<file path="config.mk">
export PLATFORM = sky130hd
export DESIGN_NAME = processor_core
export DESIGN_NICKNAME = d
export VERILOG_FILES = /design/src/hdl/isa_pkg.sv /design/src/hdl/pipe_pkg.sv /design/src/hdl/fetch_stage.sv /design/src/hdl/instr_decoder.sv /design/src/hdl/decode_stage.sv /design/src/hdl/execute_stage.sv /design/src/hdl/commit_control.sv /design/src/hdl/processor_core.sv
export VERILOG_INCLUDE_DIRS = /design/src /design/src/hdl
export SDC_FILE = /design/constraint.sdc
export NUM_CORES = 1
export LEC_CHECK = 0
export BUFFER_PORTS_ARGS = -buffer_cell sky130_fd_sc_hd__buf_2
export CELL_PAD_IN_SITES_DETAIL_PLACEMENT = 1
export CELL_PAD_IN_SITES_GLOBAL_PLACEMENT = 1
export CORE_UTILIZATION = 38
export DETAILED_ROUTE_END_ITERATION = 12
export PLACE_DENSITY_LB_ADDON = 0.1
export SLEW_MARGIN = 20
export SYNTH_ARGS = -nofsm -noshare
export SYNTH_HDL_FRONTEND = slang
export SYNTH_SLANG_ARGS = --single-unit
</file>
<file path="constraint.sdc">
create_clock -name clk -period 3.93 [get_ports clk]
set_clock_uncertainty 0.1 [all_clocks]
set_input_delay 0.1965 -clock clk [delete_from_list [all_inputs] [get_ports clk]]
set_output_delay 0.1965 -clock clk [all_outputs]
set_load 0.005 [all_outputs]
</file>
<file path="src/hdl/core_consts.svh">
`ifndef CORE_CONSTS_SVH
`define CORE_CONSTS_SVH

// Datapath and address widths
`define DATA_W 8
`define ADDR_W 8
`define PC_W 10

// Instruction word layout
`define INSTR_W 16
`define REG_AW 3
`define OPC_W 5

// Register file depth
`define REG_N 8

// A JMP to its own address ends a program
`define HALT_OPC 5'h07

`endif

</file>
<file path="src/hdl/isa_pkg.sv">
`include "core_consts.svh"

package isa_pkg;

	// Opcodes not listed here behave as NOP
	typedef enum logic [`OPC_W-1:0] {
		OP_NOP   = 5'h00,
		OP_ADD   = 5'h01,
		OP_SUB   = 5'h02,
		OP_SHL   = 5'h06,
		OP_JMP   = 5'h07,
		OP_LOAD  = 5'h08,
		OP_STORE = 5'h09,
		OP_ANDB  = 5'h0a,
		OP_ORB   = 5'h0b,
		OP_CMP   = 5'h0d,
		OP_JMPGT = 5'h0e,
		OP_JMPLT = 5'h0f,
		OP_JMPEQ = 5'h10
	} opcode_e;

	// Register to register form
	typedef struct packed {
		opcode_e opcode;
		logic [`REG_AW-1:0] rd;
		logic pad_hi;
		logic [`REG_AW-1:0] rs2;
		logic pad_lo;
		logic [`REG_AW-1:0] rs1;
	} reg_view_t;

	typedef struct packed {
		opcode_e opcode;
		logic [`REG_AW-1:0] rd;
		logic [`ADDR_W-1:0] addr;
	} load_view_t;

	// Store data register sits in the rs1 slot
	typedef struct packed {
		opcode_e opcode;
		logic [`ADDR_W-1:0] addr;
		logic [`REG_AW-1:0] rs1;
	} store_view_t;

	typedef struct packed {
		opcode_e opcode;
		logic pad;
		logic [`PC_W-1:0] target;
	} branch_view_t;

	typedef union packed {
		reg_view_t reg_v;
		load_view_t ld_v;
		store_view_t st_v;
		branch_view_t br_v;
	} instr_u;

endpackage

</file>
<file path="src/hdl/pipe_pkg.sv">
`include "core_consts.svh"

package pipe_pkg;

	typedef struct packed {
		logic alu_add;
		logic sub;
		logic and_b;
		logic or_b;
		logic shl;
		logic cmp;
		logic load;
		logic store;
		logic reg_write;
		logic jmp;
		logic jmp_gt;
		logic jmp_lt;
		logic jmp_eq;
	} ctrl_t;

	// Decode to execute payload
	typedef struct packed {
		ctrl_t ctrl;
		logic [`DATA_W-1:0] op1;
		logic [`DATA_W-1:0] op2;
		logic [`REG_AW-1:0] rs1;
		logic [`REG_AW-1:0] rs2;
		logic [`REG_AW-1:0] rd;
		logic [`ADDR_W-1:0] mem_addr;
		logic [`PC_W-1:0] target;
	} dex_t;

	// What the store-result stage needs from execute
	typedef struct packed {
		logic reg_write;
		logic store;
		logic load;
		logic cmp;
		logic [`REG_AW-1:0] rd;
		logic [`ADDR_W-1:0] mem_addr;
	} ex_ctrl_t;

	typedef struct packed {
		logic gt;
		logic lt;
		logic eq;
	} flags_t;

	typedef struct packed {
		logic en;
		logic [`REG_AW-1:0] addr;
		logic [`DATA_W-1:0] data;
	} rf_write_t;

	typedef struct packed {
		logic en;
		logic [`ADDR_W-1:0] addr;
		logic [`DATA_W-1:0] data;
	} mem_write_t;

	// Take the store-result write data when it targets this operand
	function automatic logic [`DATA_W-1:0] bypass(input rf_write_t wr,
			input logic [`REG_AW-1:0] addr, input logic [`DATA_W-1:0] data);
		return (wr.en && (wr.addr == addr)) ? wr.data : data;
	endfunction

endpackage

</file>
<file path="src/hdl/fetch_stage.sv">
`timescale 1ns/1ps
`include "core_consts.svh"

module fetch_stage (
	input logic clk,
	input logic reset,
	input logic branch_now,
	input logic [`PC_W-1:0] branch_target,
	output logic [`PC_W-1:0] pc,
	input isa_pkg::instr_u instr,
	output isa_pkg::instr_u f_instr,
	output logic f_valid
);

	// PC and fetch valid bit
	always_ff @(posedge clk)
	begin
		if (reset)
		begin
			pc <= '0;
			f_valid <= 1'b0;
		end
		else
		begin
			if (branch_now)
				pc <= branch_target;
			else
				pc <= pc + 1'b1;
			// Word fetched under a taken branch is dropped
			f_valid <= !branch_now;
		end
	end

	// Instruction register
	always_ff @(posedge clk)
	begin
		f_instr <= instr;
	end

endmodule

</file>
<file path="src/hdl/instr_decoder.sv">
`timescale 1ns/1ps

module instr_decoder (
	input isa_pkg::instr_u instr,
	output pipe_pkg::ctrl_t ctrl
);

	always_comb
	begin
		ctrl = '0;
		case (instr.reg_v.opcode)
			isa_pkg::OP_ADD:
			begin
				ctrl.alu_add = 1'b1;
				ctrl.reg_write = 1'b1;
			end
			isa_pkg::OP_SUB:
			begin
				ctrl.alu_add = 1'b1;
				ctrl.sub = 1'b1;
				ctrl.reg_write = 1'b1;
			end
			isa_pkg::OP_ANDB:
			begin
				ctrl.and_b = 1'b1;
				ctrl.reg_write = 1'b1;
			end
			isa_pkg::OP_ORB:
			begin
				ctrl.or_b = 1'b1;
				ctrl.reg_write = 1'b1;
			end
			isa_pkg::OP_SHL:
			begin
				ctrl.shl = 1'b1;
				ctrl.reg_write = 1'b1;
			end
			isa_pkg::OP_LOAD:
			begin
				ctrl.load = 1'b1;
				ctrl.reg_write = 1'b1;
			end
			isa_pkg::OP_STORE:
				ctrl.store = 1'b1;
			// Compare is a subtract that only sets flags
			isa_pkg::OP_CMP:
			begin
				ctrl.alu_add = 1'b1;
				ctrl.sub = 1'b1;
				ctrl.cmp = 1'b1;
			end
			isa_pkg::OP_JMP:
				ctrl.jmp = 1'b1;
			isa_pkg::OP_JMPGT:
				ctrl.jmp_gt = 1'b1;
			isa_pkg::OP_JMPLT:
				ctrl.jmp_lt = 1'b1;
			isa_pkg::OP_JMPEQ:
				ctrl.jmp_eq = 1'b1;
			default:
				ctrl = '0;
		endcase
	end

endmodule

</file>
<file path="src/hdl/decode_stage.sv">
`timescale 1ns/1ps
`include "core_consts.svh"

module decode_stage (
	input logic clk,
	input logic reset,
	input isa_pkg::instr_u f_instr,
	input logic f_valid,
	input logic squash,
	input logic [`DATA_W-1:0] rf_rd_data_a,
	input logic [`DATA_W-1:0] rf_rd_data_b,
	input pipe_pkg::rf_write_t rf_wr,
	output logic [`REG_AW-1:0] rf_rd_addr_a,
	output logic [`REG_AW-1:0] rf_rd_addr_b,
	output pipe_pkg::dex_t dex,
	output logic d_valid
);

	pipe_pkg::ctrl_t ctrl;
	logic [`DATA_W-1:0] op1;
	logic [`DATA_W-1:0] op2;
	logic [`ADDR_W-1:0] mem_addr;

	instr_decoder u_dec (
		.instr (f_instr),
		.ctrl  (ctrl)
	);

	//********************************************************************
	// Operand read and bypass
	//********************************************************************

	assign rf_rd_addr_a = f_instr.reg_v.rs1;
	assign rf_rd_addr_b = f_instr.reg_v.rs2;

	// Register file write lands at this edge, so take it early
	assign op1 = pipe_pkg::bypass(rf_wr, f_instr.reg_v.rs1, rf_rd_data_a);
	assign op2 = pipe_pkg::bypass(rf_wr, f_instr.reg_v.rs2, rf_rd_data_b);

	// Loads and stores keep their address in different fields
	assign mem_addr = ctrl.store ? f_instr.st_v.addr : f_instr.ld_v.addr;

	//********************************************************************
	// Decode to execute registers
	//********************************************************************

	always_ff @(posedge clk)
	begin
		dex.ctrl <= ctrl;
		dex.op1 <= op1;
		dex.op2 <= op2;
		dex.rs1 <= f_instr.reg_v.rs1;
		dex.rs2 <= f_instr.reg_v.rs2;
		dex.rd <= f_instr.reg_v.rd;
		dex.mem_addr <= mem_addr;
		dex.target <= f_instr.br_v.target;
	end

	always_ff @(posedge clk)
	begin
		if (reset)
			d_valid <= 1'b0;
		else
			d_valid <= f_valid && !squash;
	end

endmodule

</file>
<file path="src/hdl/execute_stage.sv">
`timescale 1ns/1ps
`include "core_consts.svh"

module execute_stage (
	input logic clk,
	input logic reset,
	input pipe_pkg::dex_t dex,
	input logic d_valid,
	input logic squash,
	input pipe_pkg::rf_write_t rf_wr,
	input pipe_pkg::flags_t committed,
	output logic branch_taken,
	output logic [`PC_W-1:0] branch_target,
	output logic [`DATA_W-1:0] ex_result,
	output pipe_pkg::flags_t ex_flags,
	output pipe_pkg::ex_ctrl_t ex_ctrl,
	output logic e_valid
);

	logic [`DATA_W-1:0] op1;
	logic [`DATA_W-1:0] op2;
	logic [`DATA_W-1:0] op2_in;
	logic [`DATA_W:0] sum;
	logic zero;
	logic [`DATA_W-1:0] alu_out;
	pipe_pkg::flags_t flags_now;
	pipe_pkg::flags_t fwd_flags;
	logic sr_cmp;

	//********************************************************************
	// Operand bypass from store-result
	//********************************************************************

	assign op1 = pipe_pkg::bypass(rf_wr, dex.rs1, dex.op1);
	assign op2 = pipe_pkg::bypass(rf_wr, dex.rs2, dex.op2);

	//********************************************************************
	// Adder, shifter and bitwise unit
	//********************************************************************

	// Store passes operand 1 through the adder unchanged
	always_comb
	begin
		if (dex.ctrl.store)
			op2_in = '0;
		else if (dex.ctrl.sub)
			op2_in = ~op2;
		else
			op2_in = op2;
	end

	assign sum = {1'b0, op1} + {1'b0, op2_in} + {{`DATA_W{1'b0}}, dex.ctrl.sub};
	assign zero = (sum[`DATA_W-1:0] == '0);

	always_comb
	begin
		if (dex.ctrl.alu_add || dex.ctrl.store)
			alu_out = sum[`DATA_W-1:0];
		else if (dex.ctrl.and_b)
			alu_out = op1 & op2;
		else if (dex.ctrl.or_b)
			alu_out = op1 | op2;
		else if (dex.ctrl.shl)
			alu_out = {op1[`DATA_W-2:0], 1'b0};
		else
			alu_out = '0;
	end

	// Carry set means no borrow, so op1 >= op2
	assign flags_now.gt = sum[`DATA_W] && !zero;
	assign flags_now.lt = !sum[`DATA_W] && !zero;
	assign flags_now.eq = zero;

	//********************************************************************
	// Branch condition
	//********************************************************************

	// A compare one ahead has not committed yet
	assign sr_cmp = e_valid && ex_ctrl.cmp;
	assign fwd_flags = sr_cmp ? ex_flags : committed;

	assign branch_taken = d_valid && (dex.ctrl.jmp ||
		(dex.ctrl.jmp_gt && fwd_flags.gt) ||
		(dex.ctrl.jmp_lt && fwd_flags.lt) ||
		(dex.ctrl.jmp_eq && fwd_flags.eq));

	//********************************************************************
	// Execute to store-result registers
	//********************************************************************

	always_ff @(posedge clk)
	begin
		ex_result <= alu_out;
		ex_flags <= flags_now;
		branch_target <= dex.target;
	end

	always_ff @(posedge clk)
	begin
		if (reset)
		begin
			ex_ctrl <= '0;
			e_valid <= 1'b0;
		end
		else
		begin
			ex_ctrl.reg_write <= dex.ctrl.reg_write;
			ex_ctrl.store <= dex.ctrl.store;
			ex_ctrl.load <= dex.ctrl.load;
			ex_ctrl.cmp <= dex.ctrl.cmp;
			ex_ctrl.rd <= dex.rd;
			ex_ctrl.mem_addr <= dex.mem_addr;
			e_valid <= d_valid && !squash;
		end
	end

endmodule

</file>
<file path="src/hdl/commit_control.sv">
`timescale 1ns/1ps
`include "core_consts.svh"

module commit_control (
	input logic clk,
	input logic reset,
	input logic branch_taken,
	input logic [`DATA_W-1:0] ex_result,
	input pipe_pkg::flags_t ex_flags,
	input pipe_pkg::ex_ctrl_t ex_ctrl,
	input logic e_valid,
	input logic [`DATA_W-1:0] dmem_rd_data,
	output pipe_pkg::rf_write_t rf_wr,
	output pipe_pkg::mem_write_t dmem_wr,
	output logic [`ADDR_W-1:0] dmem_rd_addr,
	output pipe_pkg::flags_t committed,
	output logic branch_now,
	output logic squash
);

	// Store-result writes, memory read is combinational
	assign dmem_rd_addr = ex_ctrl.mem_addr;

	assign rf_wr.en = e_valid && ex_ctrl.reg_write;
	assign rf_wr.addr = ex_ctrl.rd;
	assign rf_wr.data = ex_ctrl.load ? dmem_rd_data : ex_result;

	assign dmem_wr.en = e_valid && ex_ctrl.store;
	assign dmem_wr.addr = ex_ctrl.mem_addr;
	assign dmem_wr.data = ex_result;

	// Flags commit only from a surviving compare
	always_ff @(posedge clk)
	begin
		if (reset)
			committed <= '0;
		else if (e_valid && ex_ctrl.cmp)
			committed <= ex_flags;
	end

	// A branch right behind a taken one is itself squashed
	always_ff @(posedge clk)
	begin
		if (reset)
			branch_now <= 1'b0;
		else
			branch_now <= branch_taken && !branch_now;
	end

	assign squash = branch_now;

endmodule

</file>
<file path="src/hdl/processor_core.sv">
`timescale 1ns/1ps
`include "core_consts.svh"

module processor_core (
	input logic clk,
	input logic reset,
	output logic [`PC_W-1:0] pc,
	input isa_pkg::instr_u instr,
	output logic [`REG_AW-1:0] rf_rd_addr_a,
	output logic [`REG_AW-1:0] rf_rd_addr_b,
	input logic [`DATA_W-1:0] rf_rd_data_a,
	input logic [`DATA_W-1:0] rf_rd_data_b,
	output pipe_pkg::rf_write_t rf_wr,
	output logic [`ADDR_W-1:0] dmem_rd_addr,
	input logic [`DATA_W-1:0] dmem_rd_data,
	output pipe_pkg::mem_write_t dmem_wr
);

	isa_pkg::instr_u f_instr;
	logic f_valid;
	pipe_pkg::dex_t dex;
	logic d_valid;
	logic branch_taken;
	logic [`PC_W-1:0] branch_target;
	logic [`DATA_W-1:0] ex_result;
	pipe_pkg::flags_t ex_flags;
	pipe_pkg::ex_ctrl_t ex_ctrl;
	logic e_valid;
	pipe_pkg::flags_t committed;
	logic branch_now;
	logic squash;

	fetch_stage u_fetch (
		.clk           (clk),
		.reset         (reset),
		.branch_now    (branch_now),
		.branch_target (branch_target),
		.pc            (pc),
		.instr         (instr),
		.f_instr       (f_instr),
		.f_valid       (f_valid)
	);

	decode_stage u_decode (
		.clk          (clk),
		.reset        (reset),
		.f_instr      (f_instr),
		.f_valid      (f_valid),
		.squash       (squash),
		.rf_rd_data_a (rf_rd_data_a),
		.rf_rd_data_b (rf_rd_data_b),
		.rf_wr        (rf_wr),
		.rf_rd_addr_a (rf_rd_addr_a),
		.rf_rd_addr_b (rf_rd_addr_b),
		.dex          (dex),
		.d_valid      (d_valid)
	);

	execute_stage u_execute (
		.clk           (clk),
		.reset         (reset),
		.dex           (dex),
		.d_valid       (d_valid),
		.squash        (squash),
		.rf_wr         (rf_wr),
		.committed     (committed),
		.branch_taken  (branch_taken),
		.branch_target (branch_target),
		.ex_result     (ex_result),
		.ex_flags      (ex_flags),
		.ex_ctrl       (ex_ctrl),
		.e_valid       (e_valid)
	);

	commit_control u_commit (
		.clk          (clk),
		.reset        (reset),
		.branch_taken (branch_taken),
		.ex_result    (ex_result),
		.ex_flags     (ex_flags),
		.ex_ctrl      (ex_ctrl),
		.e_valid      (e_valid),
		.dmem_rd_data (dmem_rd_data),
		.rf_wr        (rf_wr),
		.dmem_wr      (dmem_wr),
		.dmem_rd_addr (dmem_rd_addr),
		.committed    (committed),
		.branch_now   (branch_now),
		.squash       (squash)
	);

endmodule

</file>
Word-level counts from Yosys, hierarchy flattened
Cells that the tools add are included.
Widths: inputs -> output; s select.
Word-level totals
  register bits: 125
  input port bits: 42
  output and inout bits: 53
  word-level logic and storage cells: 116
Cells by class
  $add $sub $neg: 3
  eq/ne operators: 16
  mux-type cells: 27
  bitwise logic cells: 3
  reductions and logical operators: 27
Operators with widths (number)
  $mux 8: 12
  $eq 5x4->1 const B: 7
  $logic_and 1x1->1: 16
  $mux 1: 13
  $eq 3x3->1: 4
  $add 10x1->10 const B: 1
  $eq 5x3->1 const B: 2
  $mux 10: 1
  $add 8x8->9: 1
  $add 9x1->9: 1
  $and 8x8->8: 1
  $logic_not 8->1: 1
  $not 8->8: 1
  $or 8x8->8: 1
  $reduce_or 6->1: 1
  $eq 5x1->1 const B: 1
  $eq 5x2->1 const B: 1
  $eq 5x5->1 const B: 1
  $logic_or 1x1->1: 4
  $logic_not 1->1: 3
  $mux 3: 1
  $reduce_or 3->1: 1
  $reduce_or 2->1: 1

Logic depth before layout (Yosys ltp)
  word-level depth: 11
  mapped depth: 14
  mapped depth without buffers: 13

Modules after synthesis
From an unflattened synthesis, not the netlist that was laid out.
Second synthesis, totals
  cell total of the unflattened synthesis: 487
  area total of the unflattened synthesis: 5101.1 um^2
Modules (own cells, without submodules)
  execute_stage: times used 1, cells each 232, area an instance 2120.8 um^2, seq. area each 740.7 um^2
  decode_stage: times used 1, cells each 97, area an instance 1445.1 um^2, seq. area each 980.9 um^2
  fetch_stage: times used 1, cells each 75, area an instance 837.1 um^2, seq. area each 540.5 um^2
  commit_control: times used 1, cells each 53, area an instance 501.7 um^2, seq. area each 80.1 um^2
  instr_decoder: times used 1, cells each 30, area an instance 196.4 um^2, seq. area each 0.0 um^2

Worst setup path before layout
No wires, ideal clock.
  kind: flip-flop to flip-flop
  start: reg u_execute.ex_ctrl[10] (netlist name)
  end: reg u_execute.ex_flags[1] (netlist name)
  arrival: 3.435 ns
  data required time: 3.715 ns
  slack: 0.280 ns
  stages on the path, launching flop included: 14
  clock period less this slack: 3.650 ns
  path through: dfxtp_1 xor2_1 nor4_4 mux2_2 xnor2_1 nand2b_1 fa_1 fa_1 nor2b_1 o21a_1 o21ai_0 a222oi_1 o2111a_1 nor3b_1

==> impl_results.md <==
- Crit Path Class: reg -> reg
- Die height: 114.4 µm
- First-pass DRT Iterations: 4
- DRC viols: 0
- Top Metal Used: met4
- Post-synth cell types: 56
- Maxcap violations: 0
- NumNets Final: roughly 660
- Flop-to-flop setup slack: 230 ps
- Yosys Warn Count: 0
- Synth async-reset ratio: 0%
- Final TNS setup: 0 ps
- RSZ-0062 raised after global routing: false
- Slew Limit Headroom: 51.87%
- Met3 wire len: 558 µm
- Avg Inst Size Synth: approximately 9.8 µm²
- Critical Path End Type: register
- CTS tree: yes
- Post-synthesis mux area share: a little over 8%
- Final GP Congestion: about 0.86
- Reg2Reg Depth: 13
- WL final: ~13 mm
- Arrival @ worst endpoint: 3900 ps
- Simple-Gate Fraction of Synth Area: between 10% and 20%
- Largest family of logic cells by synthesized area: simple AND/OR/NAND/NOR gates
- Reg2reg start: u_execute.ex_ctrl[9]
- PwrDens: about 500 nW/µm²
- Worst-path clk slew: approximately 60 ps
- Critical Path Sink: u_execute.ex_flags[1]
- Post-synth net total: approximately 540
- Met1 WL: about 5.6 mm
- Skew-Pair Late Insertion Delay: slightly above 400 ps
- Synth Cell Area: about 4800 µm²
- CTS Buf Count: 17
- Routed vias/inst: between 4 and 5
- Layout cells sized above 1: approximately 28%
- Most used flip-flop cell after synthesis: dfxtp_1
- CP Launch Point: u_execute.ex_ctrl[9]
- Most frequent cells in the layout: dfxtp_1, buf_2, nor2_1
- R2R Path End: u_execute.ex_flags[1]
- Worst setup margin: approximately 230 ps
- Commonest non-fill, non-tap cell in the layout: dfxtp_1
- Final ANT Viol Nets: 0
- Die ar.: 13080 µm²
- Adder-cell share of the synthesized area: a little under 3%
- Flops & latches, synth: between 100 and 150
- EDFF count, synth: 0
- Number of global-route vias before repair: slightly below 4000
- GRT Total Usage: roughly a fifth
- Final Setup Violations: 0
- Max Buffers Root-to-Sink: 2
- Max FO, Critical Path: 18
- # port buffers: 94
- Final Hold Fails: 0
- Area post-placement: about 5300 µm²
- Worst EP required: approximately 4100 ps
- DIE WIDTH: 114.4 µm
- Peak VDD IR: ~280 µV
- Post-route cell area: roughly 6200 µm²
- Compound-cell area share of the yosys netlist: about a tenth
- Core area: around 12000 µm²
- Largest net degree at the start of global routing: 30
- FMAX: between 0.2 and 0.3 GHz
- CTS Root Cell: clkbuf_16
- Clock sink count: between 100 and 150
- Seq/Total Area, Yosys: about half
- IO Count: 95
- H-tree depth: 4
- Syn Inst Count: 489
- Status: finished clean
- HPWL reported at the end of detailed placement: approximately 9.2 mm
- Diodes inserted: 0
- Slew Viols, Final: 0
- Worst Setup Start Kind: register
- HP Class: in -> reg
- Vias: ~3800
- Wire per inst: about 16 µm
- # rows: 40
- Total congestion overflow: 0
- Pleak: roughly 2.8 nW
- Initial core utilization: 39.44%
- Worst slack, placed: around 160 ps
- Initial antenna violation count: 0
- Initial DRC Count: about 180
- Global-route wire length before repair: between 20 and 25 mm
- Post-synthesis xor/xnor area fraction: 5.477%
- Final Critical Period: about 3700 ps
- Period Utilization, post-route: 94.23%
- Postcts setup bufs: 0
- WL met2: 6.613 mm
- Area Growth Syn to Fin: 29.37%
- Worst-Margin Slew: around 720 ps
## report_power, final
| part | internal (W) | total [W] | switching, W | leakage, nW |
|---|---|---|---|---|
| logic | 0.000147 | 0.000297 | 0.000150 | 1.53 |
| registers | 0.00125 | 0.00129 | 0.0000406 | 0.974 |
| clock network | 0.000939 | 0.00149 | 0.000551 | 0.283 |
## registers in the layout, summed over array words and instances (netlist names), 3 cells and up
signal                   flops
u_fetch.pc                  10
u_execute.ex_ctrl           15
u_execute.ex_result          8
u_commit.committed           3
u_decode.dex                48
u_fetch.f_instr             16
u_execute.ex_flags           3
u_execute.branch_target     10
## Yosys cell counts, drive strengths merged (2+ instances only)
cell type / n / area share (%)
clkbuf: 12 / 0.94
xor2: 18 / 3.3
and2: 5 / 0.65
a21o: 5 / 0.78
buf: 28 / 4.5
a311oi: 2 / 0.37
o22ai: 2 / 0.26
nor2b: 23 / 3.0
nand2b: 9 / 1.2
o21a: 2 / 0.31
nor3b: 2 / 0.31
dfxtp: 117 / 49
or2: 3 / 0.39
nor2: 51 / 4.0
and3: 3 / 0.39
ha: 8 / 2.1
o21ai: 16 / 1.7
xnor2: 12 / 2.2
o2111a: 2 / 0.47
a211oi: 2 / 0.42
nor4: 5 / 1.5
a21oi: 28 / 2.9
fa: 2 / 0.83
nand3: 7 / 0.73
mux2: 23 / 5.4
nand3b: 4 / 0.63
inv: 16 / 1.3
or3: 4 / 0.52
nor3: 9 / 0.94
o221ai: 3 / 0.55
mux2i: 13 / 2.7
nand2: 38 / 3.0
## area by class of cell
type                       instances  area [µm²]
fill                            1401        5956
sequential                       117        2344
multi-input combinational        315        2132
timing repair buffer             137       877.1
clock buffer                      22       484.2
tap                              168       210.2
clock inverter                    10       95.09
inverter                          17       63.81
## how the worst min path moves through the flow
stage / from / end / slack (ps) / cells past startpoint
after floorplan: instr[0] / u_fetch.f_instr[0] / 120 / 0
after detailed placement: instr[0] / u_fetch.f_instr[0] / 200 / 1
after CTS: dmem_rd_data[2] / u_decode.dex[29] / 100 / 3
after global routing: dmem_rd_data[2] / u_decode.dex[37] / 110 / 3
after global placement: instr[14] / u_fetch.f_instr[14] / 200 / 1
final: dmem_rd_data[6] / u_decode.dex[33] / 110 / 3
## worst max-delay path: stages (launching register included)
cell and delay [ps]:
dfxtp_1 460, xor2_1 150, nor4_4 280, buf_6 240, mux2i_1 300, xnor2_1 170, nor2_1 80, ha_1 310
nor2b_1 140, o2111a_1 270, or3_1 380, a222oi_1 350, o2111a_1 290, nor3b_1 60
## per-stage QoR
| stage | util (%) | instances | total power, W | hold WS [ps] |
|---|---|---|---|---|
| final | 51.03 | 786 | 0.003076 | 113.8 |
| after floorplan | - | 489 | 0.001489 | 124.2 |
| after CTS | 50.99 | 786 | 0.003110 | 96.15 |
| after global routing | 51.03 | 786 | 0.003208 | 112.4 |
| after detailed placement | 43.59 | 722 | 0.001583 | 200.4 |
| after global placement | 43.59 | 722 | 0.001576 | 199.5 |
## per-layer routing
layer  vias up  GRT usage, %
met5         -             0
met1      1804         25.24
li1       1858             -
met3        11         5.453
met2        96         36.61
met4         0         8.398
## cell families after synthesis
kind of cell	count (synthesis)
flip-flops	117
XOR/XNOR	30
AND/OR/NAND/NOR	165
AO/OA/AOI/OAI	74
multiplexers	36
adder cells (fa/ha/maj)	10
buffers and inverters	57
## timing repair
action,4_1_cts,5_1_grt
endpoints found under the hold margin,32,0
endpoints found under the setup margin,0,4
resized for setup,0,3
hold buffers,32,0
Power figures use the tool's default switching activity.
